$ cat src/hdl/exc_pkg.sv
// exception encodings for the trap-entry path
// cause codes, handler selects and controller states
`default_nettype none

package exc_pkg;

  ////////////////////
  // cause codes
  ////////////////////

  // synchronous causes only
  // an interrupt cause has bit 5 set and the line index below it
  typedef enum logic [5:0] {
    CAUSE_ILLINSN   = 6'd2,
    CAUSE_LOAD_ERR  = 6'd5,
    CAUSE_STORE_ERR = 6'd7,
    CAUSE_ECALL     = 6'd8
  } cause_e;

  ////////////////////
  // handler select
  ////////////////////

  typedef enum logic [2:0] {
    SEL_ILLINSN,
    SEL_ECALL,
    SEL_LOAD,
    SEL_STORE,
    SEL_IRQ
  } pc_sel_e;

  // exception controller FSM
  typedef enum logic [1:0] {
    IDLE,
    WAIT_CONTROLLER,
    IN_ISR
  } exc_state_e;

endpackage

`default_nettype wire

$ cat src/hdl/trap_cfg_pkg.sv
// address layout of the trap-entry path
`default_nettype none

package trap_cfg_pkg;

  // program counter and handler address width
  parameter int unsigned ADDR_W = 32;

  // saved cause width, irq flag in the top bit
  parameter int unsigned CAUSE_W = 6;

  // level-triggered interrupt lines
  parameter int unsigned IRQ_NUM = 32;

  // handler table base, 256 byte aligned
  parameter logic [ADDR_W-1:0] VEC_BASE_DEFAULT = 32'h0000_0100;

endpackage

`default_nettype wire

$ cat src/hdl/exc_controller.sv
// exception controller
// picks a trap cause by priority and runs the req/ack/in-handler FSM
`default_nettype none

module exc_controller (
  input  wire logic                               clk,
  input  wire logic                               rst_n,
  // interrupt lines and enable
  input  wire logic [trap_cfg_pkg::IRQ_NUM-1:0]   irq_i,
  input  wire logic                               irq_enable_i,
  // decoder strobes
  input  wire logic                               illegal_insn_i,
  input  wire logic                               ecall_insn_i,
  input  wire logic                               eret_insn_i,
  // load-store unit strobes
  input  wire logic                               lsu_load_err_i,
  input  wire logic                               lsu_store_err_i,
  // handshake with entry controller
  input  wire logic                               ack_i,
  output logic                                    req_o,
  // to trap registers and target generator
  output logic                                    save_cause_o,
  output logic [trap_cfg_pkg::CAUSE_W-1:0]        cause_o,
  output exc_pkg::pc_sel_e                        pc_sel_o,
  output logic [4:0]                              vec_idx_o
);

  exc_pkg::exc_state_e               state_q, state_d;
  logic                              req_int;
  logic                              first_req;
  logic [trap_cfg_pkg::CAUSE_W-1:0]  cause_int, cause_q;
  exc_pkg::pc_sel_e                  pc_sel_int, pc_sel_q;
  logic [4:0]                        irq_idx;

  // any source pending, interrupts only when enabled
  assign req_int = illegal_insn_i | ecall_insn_i | lsu_load_err_i | lsu_store_err_i |
                   (irq_enable_i & (|irq_i));

  ////////////////////
  // cause selection
  ////////////////////

  // lowest set line wins
  always_comb begin
    irq_idx = '0;
    for (int i = trap_cfg_pkg::IRQ_NUM - 1; i >= 0; i--) begin
      if (irq_i[i]) begin
        irq_idx = 5'(i);
      end
    end
  end

  // later assignments override, so highest priority sits last
  always_comb begin
    cause_int  = '0;
    pc_sel_int = exc_pkg::SEL_ILLINSN;
    if (irq_enable_i && (|irq_i)) begin
      cause_int[trap_cfg_pkg::CAUSE_W-1] = 1'b1;
      cause_int[4:0]                     = irq_idx;
      pc_sel_int                         = exc_pkg::SEL_IRQ;
    end
    if (ecall_insn_i) begin
      cause_int  = exc_pkg::CAUSE_ECALL;
      pc_sel_int = exc_pkg::SEL_ECALL;
    end
    if (illegal_insn_i) begin
      cause_int  = exc_pkg::CAUSE_ILLINSN;
      pc_sel_int = exc_pkg::SEL_ILLINSN;
    end
    if (lsu_load_err_i) begin
      cause_int  = exc_pkg::CAUSE_LOAD_ERR;
      pc_sel_int = exc_pkg::SEL_LOAD;
    end
    if (lsu_store_err_i) begin
      cause_int  = exc_pkg::CAUSE_STORE_ERR;
      pc_sel_int = exc_pkg::SEL_STORE;
    end
  end

  // first request cycle, selection passes straight through
  assign first_req = (state_q == exc_pkg::IDLE) && req_int;

  // hold the selection until ack
  always_ff @(posedge clk) begin
    if (first_req) begin
      cause_q  <= cause_int;
      pc_sel_q <= pc_sel_int;
    end
  end

  assign cause_o   = first_req ? cause_int  : cause_q;
  assign pc_sel_o  = first_req ? pc_sel_int : pc_sel_q;
  // vector slot follows the irq index in the cause
  assign vec_idx_o = cause_o[4:0];

  ////////////////////
  // controller FSM
  ////////////////////

  always_comb begin
    state_d      = state_q;
    req_o        = 1'b0;
    save_cause_o = 1'b0;
    case (state_q)
      exc_pkg::IDLE: begin
        req_o = req_int;
        if (req_int) begin
          // ack may already be there on the first cycle
          state_d      = ack_i ? exc_pkg::IN_ISR : exc_pkg::WAIT_CONTROLLER;
          save_cause_o = ack_i;
        end
      end
      exc_pkg::WAIT_CONTROLLER: begin
        req_o = 1'b1;
        if (ack_i) begin
          save_cause_o = 1'b1;
          state_d      = exc_pkg::IN_ISR;
        end
      end
      exc_pkg::IN_ISR: begin
        // new sources ignored until return
        if (eret_insn_i) begin
          state_d = exc_pkg::IDLE;
        end
      end
      default: begin
        state_d = exc_pkg::IDLE;
      end
    endcase
  end

  always_ff @(posedge clk or negedge rst_n) begin
    if (!rst_n) begin
      state_q <= exc_pkg::IDLE;
    end else begin
      state_q <= state_d;
    end
  end

endmodule

`default_nettype wire

$ cat src/hdl/exc_target_gen.sv
// handler address generator
// maps a handler select and vector index onto the handler table
`default_nettype none

module exc_target_gen #(
  parameter logic [trap_cfg_pkg::ADDR_W-1:0] VEC_BASE = trap_cfg_pkg::VEC_BASE_DEFAULT
) (
  input  wire exc_pkg::pc_sel_e              pc_sel_i,
  input  wire logic [4:0]                    vec_idx_i,
  output logic [trap_cfg_pkg::ADDR_W-1:0]    handler_addr_o
);

  // irq slots start above the synchronous handlers
  localparam logic [7:0] IRQ_OFFSET = 8'h40;

  logic [7:0] offset;

  ////////////////////
  // table offset
  ////////////////////

  always_comb begin
    case (pc_sel_i)
      exc_pkg::SEL_ILLINSN: offset = 8'h00;
      exc_pkg::SEL_ECALL:   offset = 8'h04;
      exc_pkg::SEL_LOAD:    offset = 8'h08;
      exc_pkg::SEL_STORE:   offset = 8'h0C;
      // one word per line, 0x40 up to 0xBC
      exc_pkg::SEL_IRQ:     offset = IRQ_OFFSET + {1'b0, vec_idx_i, 2'b00};
      default:              offset = 8'h00;
    endcase
  end

  // base is 256 byte aligned, offset fills the low byte
  assign handler_addr_o = {VEC_BASE[trap_cfg_pkg::ADDR_W-1:8], offset};

endmodule

`default_nettype wire

$ cat src/hdl/trap_entry_ctrl.sv
// trap entry controller, pipeline side
// acks requests when not stalled and issues the fetch redirect
`default_nettype none

module trap_entry_ctrl (
  input  wire logic                               clk,
  input  wire logic                               rst_n,
  input  wire logic                               req_i,
  input  wire logic                               stall_i,
  input  wire logic                               eret_insn_i,
  input  wire logic [trap_cfg_pkg::ADDR_W-1:0]    handler_addr_i,
  input  wire logic [trap_cfg_pkg::ADDR_W-1:0]    mepc_i,
  output logic                                    ack_o,
  output logic                                    redirect_o,
  output logic [trap_cfg_pkg::ADDR_W-1:0]         redirect_addr_o
);

  // stalled pipeline holds the request off
  assign ack_o = req_i & ~stall_i;

  ////////////////////
  // fetch redirect
  ////////////////////

  // single cycle pulse on entry or return
  always_ff @(posedge clk or negedge rst_n) begin
    if (!rst_n) begin
      redirect_o <= 1'b0;
    end else begin
      redirect_o <= ack_o | eret_insn_i;
    end
  end

  // trap entry wins over a return in the same cycle
  always_ff @(posedge clk) begin
    if (ack_o) begin
      redirect_addr_o <= handler_addr_i;
    end else if (eret_insn_i) begin
      // back to the saved pc
      redirect_addr_o <= mepc_i;
    end
  end

endmodule

`default_nettype wire

$ cat src/hdl/trap_csr.sv
// trap register block
// saved cause, return pc and global interrupt enable with pre-trap copy
`default_nettype none

module trap_csr (
  input  wire logic                               clk,
  input  wire logic                               rst_n,
  // trap entry
  input  wire logic                               save_cause_i,
  input  wire logic [trap_cfg_pkg::CAUSE_W-1:0]   cause_i,
  input  wire logic [trap_cfg_pkg::ADDR_W-1:0]    pc_i,
  // trap return
  input  wire logic                               eret_insn_i,
  // software write of the enable
  input  wire logic                               mie_we_i,
  input  wire logic                               mie_wdata_i,
  output logic [trap_cfg_pkg::CAUSE_W-1:0]        mcause_o,
  output logic [trap_cfg_pkg::ADDR_W-1:0]         mepc_o,
  output logic                                    irq_enable_o
);

  // enable as it was before the trap
  logic mie_prev_q;

  ////////////////////
  // cause and epc
  ////////////////////

  always_ff @(posedge clk or negedge rst_n) begin
    if (!rst_n) begin
      mcause_o <= '0;
      mepc_o   <= '0;
    end else if (save_cause_i) begin
      mcause_o <= cause_i;
      mepc_o   <= pc_i;
    end
  end

  ////////////////////
  // interrupt enable
  ////////////////////

  always_ff @(posedge clk or negedge rst_n) begin
    if (!rst_n) begin
      irq_enable_o <= 1'b0;
      mie_prev_q   <= 1'b0;
    end else if (save_cause_i) begin
      // entry masks interrupts
      mie_prev_q   <= irq_enable_o;
      irq_enable_o <= 1'b0;
    end else if (eret_insn_i) begin
      irq_enable_o <= mie_prev_q;
    end else if (mie_we_i) begin
      irq_enable_o <= mie_wdata_i;
    end
  end

endmodule

`default_nettype wire

$ cat src/hdl/exc_unit.sv
// trap-entry subsystem top
// exception controller, target generator, entry controller and trap registers
`default_nettype none

module exc_unit #(
  parameter logic [trap_cfg_pkg::ADDR_W-1:0] VEC_BASE = trap_cfg_pkg::VEC_BASE_DEFAULT
) (
  input  wire logic                               clk,
  input  wire logic                               rst_n,
  // trap sources
  input  wire logic [trap_cfg_pkg::IRQ_NUM-1:0]   irq_i,
  input  wire logic                               illegal_insn_i,
  input  wire logic                               ecall_insn_i,
  input  wire logic                               eret_insn_i,
  input  wire logic                               lsu_load_err_i,
  input  wire logic                               lsu_store_err_i,
  // pipeline state
  input  wire logic                               stall_i,
  input  wire logic [trap_cfg_pkg::ADDR_W-1:0]    pc_i,
  // enable write
  input  wire logic                               mie_we_i,
  input  wire logic                               mie_wdata_i,
  // fetch redirect and trap registers
  output logic                                    redirect_o,
  output logic [trap_cfg_pkg::ADDR_W-1:0]         redirect_addr_o,
  output logic [trap_cfg_pkg::CAUSE_W-1:0]        mcause_o,
  output logic [trap_cfg_pkg::ADDR_W-1:0]         mepc_o,
  output logic                                    irq_enable_o
);

  logic                              req;
  logic                              ack;
  logic                              save_cause;
  logic [trap_cfg_pkg::CAUSE_W-1:0]  cause;
  exc_pkg::pc_sel_e                  pc_sel;
  logic [4:0]                        vec_idx;
  logic [trap_cfg_pkg::ADDR_W-1:0]   handler_addr;

  ////////////////////
  // cause and request
  ////////////////////

  exc_controller exc_controller_i (
    .clk             (clk),
    .rst_n           (rst_n),
    .irq_i           (irq_i),
    .irq_enable_i    (irq_enable_o),
    .illegal_insn_i  (illegal_insn_i),
    .ecall_insn_i    (ecall_insn_i),
    .eret_insn_i     (eret_insn_i),
    .lsu_load_err_i  (lsu_load_err_i),
    .lsu_store_err_i (lsu_store_err_i),
    .ack_i           (ack),
    .req_o           (req),
    .save_cause_o    (save_cause),
    .cause_o         (cause),
    .pc_sel_o        (pc_sel),
    .vec_idx_o       (vec_idx)
  );

  exc_target_gen #(
    .VEC_BASE (VEC_BASE)
  ) exc_target_gen_i (
    .pc_sel_i       (pc_sel),
    .vec_idx_i      (vec_idx),
    .handler_addr_o (handler_addr)
  );

  ////////////////////
  // pipeline side
  ////////////////////

  trap_entry_ctrl trap_entry_ctrl_i (
    .clk             (clk),
    .rst_n           (rst_n),
    .req_i           (req),
    .stall_i         (stall_i),
    .eret_insn_i     (eret_insn_i),
    .handler_addr_i  (handler_addr),
    .mepc_i          (mepc_o),
    .ack_o           (ack),
    .redirect_o      (redirect_o),
    .redirect_addr_o (redirect_addr_o)
  );

  trap_csr trap_csr_i (
    .clk          (clk),
    .rst_n        (rst_n),
    .save_cause_i (save_cause),
    .cause_i      (cause),
    .pc_i         (pc_i),
    .eret_insn_i  (eret_insn_i),
    .mie_we_i     (mie_we_i),
    .mie_wdata_i  (mie_wdata_i),
    .mcause_o     (mcause_o),
    .mepc_o       (mepc_o),
    .irq_enable_o (irq_enable_o)
  );

endmodule

`default_nettype wire

$ cat config.mk
export PLATFORM = sky130hd
export DESIGN_NAME = exc_unit
export DESIGN_NICKNAME = d
export VERILOG_FILES = /design/src/hdl/exc_pkg.sv /design/src/hdl/trap_cfg_pkg.sv /design/src/hdl/exc_controller.sv /design/src/hdl/exc_target_gen.sv /design/src/hdl/trap_entry_ctrl.sv /design/src/hdl/trap_csr.sv /design/src/hdl/exc_unit.sv
export SDC_FILE = /design/constraint.sdc
export NUM_CORES = 1
export LEC_CHECK = 0
export CAP_MARGIN = 15
export CORE_ASPECT_RATIO = 0.6
export CORE_MARGIN = 2
export CORE_UTILIZATION = 25
export CTS_CLUSTER_DIAMETER = 80
export CTS_CLUSTER_SIZE = 30
export DETAILED_ROUTE_END_ITERATION = 10
export DONT_BUFFER_PORTS = 1
export PLACE_DENSITY = 0.44
export SETUP_SLACK_MARGIN = 0.05
export SLEW_MARGIN = 5
export SYNTH_ARGS = -nofsm -noshare
export SYNTH_HDL_FRONTEND = slang
export SYNTH_SLANG_ARGS = --single-unit
$ cat constraint.sdc
create_clock -name clk -period 3.05 [get_ports clk]
set_input_delay 0.1525 -clock clk [delete_from_list [all_inputs] [get_ports clk]]
set_output_delay 0.1525 -clock clk [all_outputs]
set_load 0.02 [all_outputs]
==> results.yml <==
route:
  vias_per_cell: 4.557
  drtIter0Drc: 135
  vias: 2880
  wirelength_um: 9851
  dr.pass1.iters: 4
  ant_nets: 0
  avgRoutedWirePerCell_um: 15.59
  drc: 0
place:
  gp_congestion: 0.8601
  io_buffer_count: 0
  placed_cell_area_sq_um: 3854
  hpwl_um: 6960
pwr:
  power_density_nw_per_um2: 755.7
  netSwitchingPower_mw: 1.143
  p_int_mw: 2.301
  p_total_mw: 3.444
  seq_power_share_pct: 53.3
  peakVddDrop_mv: 0.2677
  pwr-share-comb_pct: 14.2
  p_leak_nw: 2.018
  clkPwrFrac_pct: 32.6
  swShare_pct: 33.19
setup_path:
  startpoint_type: "primary input"
  r2r_setup_slack_ns: 0.94
  path_class: "primary input to flop"
  r2r-end: "trap_entry_ctrl_i.redirect_addr_o[4]$_DFFE_PP_"
  cp.arrival_ns: 2.59
  worstReg2RegStart: "exc_controller_i.state_q[1]$_DFFE_PN0P_"
  cp-end-kind: "flop"
  reg2regPathDepth: 7
  crit_path_max_fanout: 23
  required_ns: 3.27
grt:
  grtUsageTotal_pct: 12.83
  grt_pass1_wl_um: 15730
  grt_max_degree: 44
  gr-total-overflow: 0
  grt_pass1_vias: 2868
  antenna_found_initial: 0
sta:
  fin_setup_tns_ns: 0
  rsz0062_at_grt: "false"
  setup_violations: 0
  hold_viol: 0
  fin_skew_ns: 0.007501
  maxSlewHeadroom_pct: 63.23
  tightest_slew_ns: 0.5485
  fin_crit_sh_pct: 77.94
  holdWs_ns: 0.008892
  drv_slew: 0
  post-route-min-period_ns: 2.377
  max_clock_freq_mhz: 420.7
cts:
  h-tree-depth: 3
  cts_made_buffers: 9
  clk_pin_slew_ns: 0.06
  cts_hold_buf: 36
  clk_latency_ns: 0.33
  cts_root_buf: "clkbuf_16"
  cts_buffer_depth: 2
  ctsResizeCount: 0
  cts_tree: "yes"
  cts_num_sinks: 84
  post-cts-setup-buffer-count: 0
layout:
  synthToLayoutAreaGrowth_pct: 24.90
  diodes: 0
  nets: 503
  fin_area_sq_um: 4557
  drive_gt1_share_pct: 7.373
  fillers: 1535
die:
  core_sq_um: 14380
  rows: 34
  die_x_um: 160.0
  die_area_sq_um: 15610
  io-pin-count: 146
  initial_core_util_pct: 25.37
  die_h_um: 97.58
worst_hold_path:
  min_to: "exc_controller_i.state_q[1]$_DFFE_PN0P_"
  worstHoldStart: "eret_insn_i"
  min_path_cells: 2
  hold_path.class: "primary input to flop"
synthesis:
  ys_warn_count: 0
  ys_ff_latch: 84
  synth_top_family_by_area: "simple AND/OR/NAND/NOR gates"
  synthSimpleGateAreaFrac_pct: 23.94
  synthFlopType: "dfrtp_1"
  syn_inst: 391
  synth-xor-area-share_pct: 0
  synth_fa_ha_area_share_pct: 0
  synth_edf_count: 8
  syn-num-nets: 465
  syn_area_per_cell_sq_um: 9.331
  async_reset_ff_share_pct: 51.19
  synthMuxAreaShare_pct: 8.093
  post_synth_num_cell_types: 43
  ys_seq_area_share_pct: 54.18
  synth-compound-area-share_pct: 10.22
  syn_area_sq_um: 3648
job:
  maxCapViolations: 0
run_status:
  status: "finished, final reports clean"
-- stage by stage --
step                      instances  setup slack [ns]  util [%]
after detailed placement        580            0.3426     26.80
after global routing            632            0.5802     31.69
after floorplan                 391            0.5151         -
after global placement          580            0.3639     26.80
after CTS                       632            0.6941     31.69
final                           632            0.6729     31.69
-- registers in the layout, indices dropped and copies added, names as in the netlist, 2 cells and up --
signal / flops
trap_csr_i.mepc_o: 32
trap_entry_ctrl_i.redirect_addr_o: 32
exc_controller_i.cause_q: 6
trap_csr_i.mcause_o: 6
exc_controller_i.pc_sel_q: 3
exc_controller_i.state_q: 2
-- cell usage after synthesis, drive strengths merged (5+ instances only) --
master / n / share of area, %
nand2b: 5 / 0.86
mux2i: 25 / 6.9
inv: 10 / 1.0
or4: 10 / 2.4
a21oi: 9 / 1.2
o21ai: 15 / 2.1
buf: 11 / 2.1
nor3: 7 / 1.1
o21a: 7 / 1.6
edfxtp: 8 / 6.6
nor2: 53 / 5.5
dfrtp: 43 / 29
dfxtp: 33 / 18
a31oi: 8 / 1.4
nand2: 104 / 11
-- layer usage --
layer | global-route usage (%) | up-vias | wire length (um)
met4 | 4.019 | 0 | 120
met1 | 18.68 | 1366 | 4970
met2 | 16.98 | 98 | 3934
met3 | 5.207 | 12 | 825
li1 | - | 1404 | -
met5 | 0 | - | 0
-- worst max-delay path, stage by stage --
cell,delay [ns]
or4_1,0.59
or4_4,0.60
o21a_1,0.28
nor3_2,0.26
nor3_2,0.14
buf_4,0.24
mux2_4,0.32
-- cell type report --
type	instances	area, sq um	area share (%)
multi-input combinational	282	1546	33.94
inverter	10	37.54	0.8237
sequential	84	1977	43.38
clock inverter	3	43.79	0.9610
timing repair buffer	42	432.9	9.500
clock buffer	13	271.5	5.958
tap	198	247.7	5.437
-- cells in the final DEF, fill, tap and decap left out, drive strengths merged, types with 5 or more instances in the layout --
cell type | Yosys | layout
nand2 | 104 | 104
nor2 | 53 | 53
dfrtp | 43 | 43
dlygate4sd3 | 0 | 34
dfxtp | 33 | 33
mux2i | 25 | 25
o21ai | 15 | 15
clkbuf | 4 | 13
inv | 10 | 10
or4 | 10 | 10
a21oi | 9 | 9
a31oi | 8 | 8
edfxtp | 8 | 8
buf | 11 | 8
o21a | 7 | 7
nor3 | 7 | 7
nand2b | 5 | 5
-- worst max path at each step --
stage,from,slack [ns],endpoint
4_1_cts,irq_i[21],0.69,trap_csr_i.mcause_o[5]$_DFFE_PN0P_
5_1_grt,irq_i[21],0.58,trap_csr_i.mcause_o[5]$_DFFE_PN0P_
3_5_place_dp,irq_i[21],0.34,trap_csr_i.mcause_o[1]$_DFFE_PN0P_
6_report,irq_i[21],0.67,trap_csr_i.mcause_o[5]$_DFFE_PN0P_
2_1_floorplan,irq_i[21],0.52,trap_entry_ctrl_i.redirect_addr_o[0]$_SDFFCE_PP0P_
3_3_place_gp,irq_i[21],0.36,trap_csr_i.mcause_o[0]$_DFFE_PN0P_
-- power groups by stage --
stage,clock [mW],sequential [mW],combinational (mW)
after floorplan,0,1.78,0.357
after global placement,0,1.86,0.420
after detailed placement,0,1.86,0.427
after CTS,1.17,1.84,0.493
after global routing,1.22,1.86,0.559
final,1.12,1.83,0.488
-- cell families (layout without fill, tap and decap cells) --
group	count (synthesis)	count (layout)
muxes	28	28
and+or+nand+nor	197	197
AOI/OAI and AO/OA	57	57
DFF	84	84
buffers and inverters	25	68
Power figures use the tool's default switching activity.
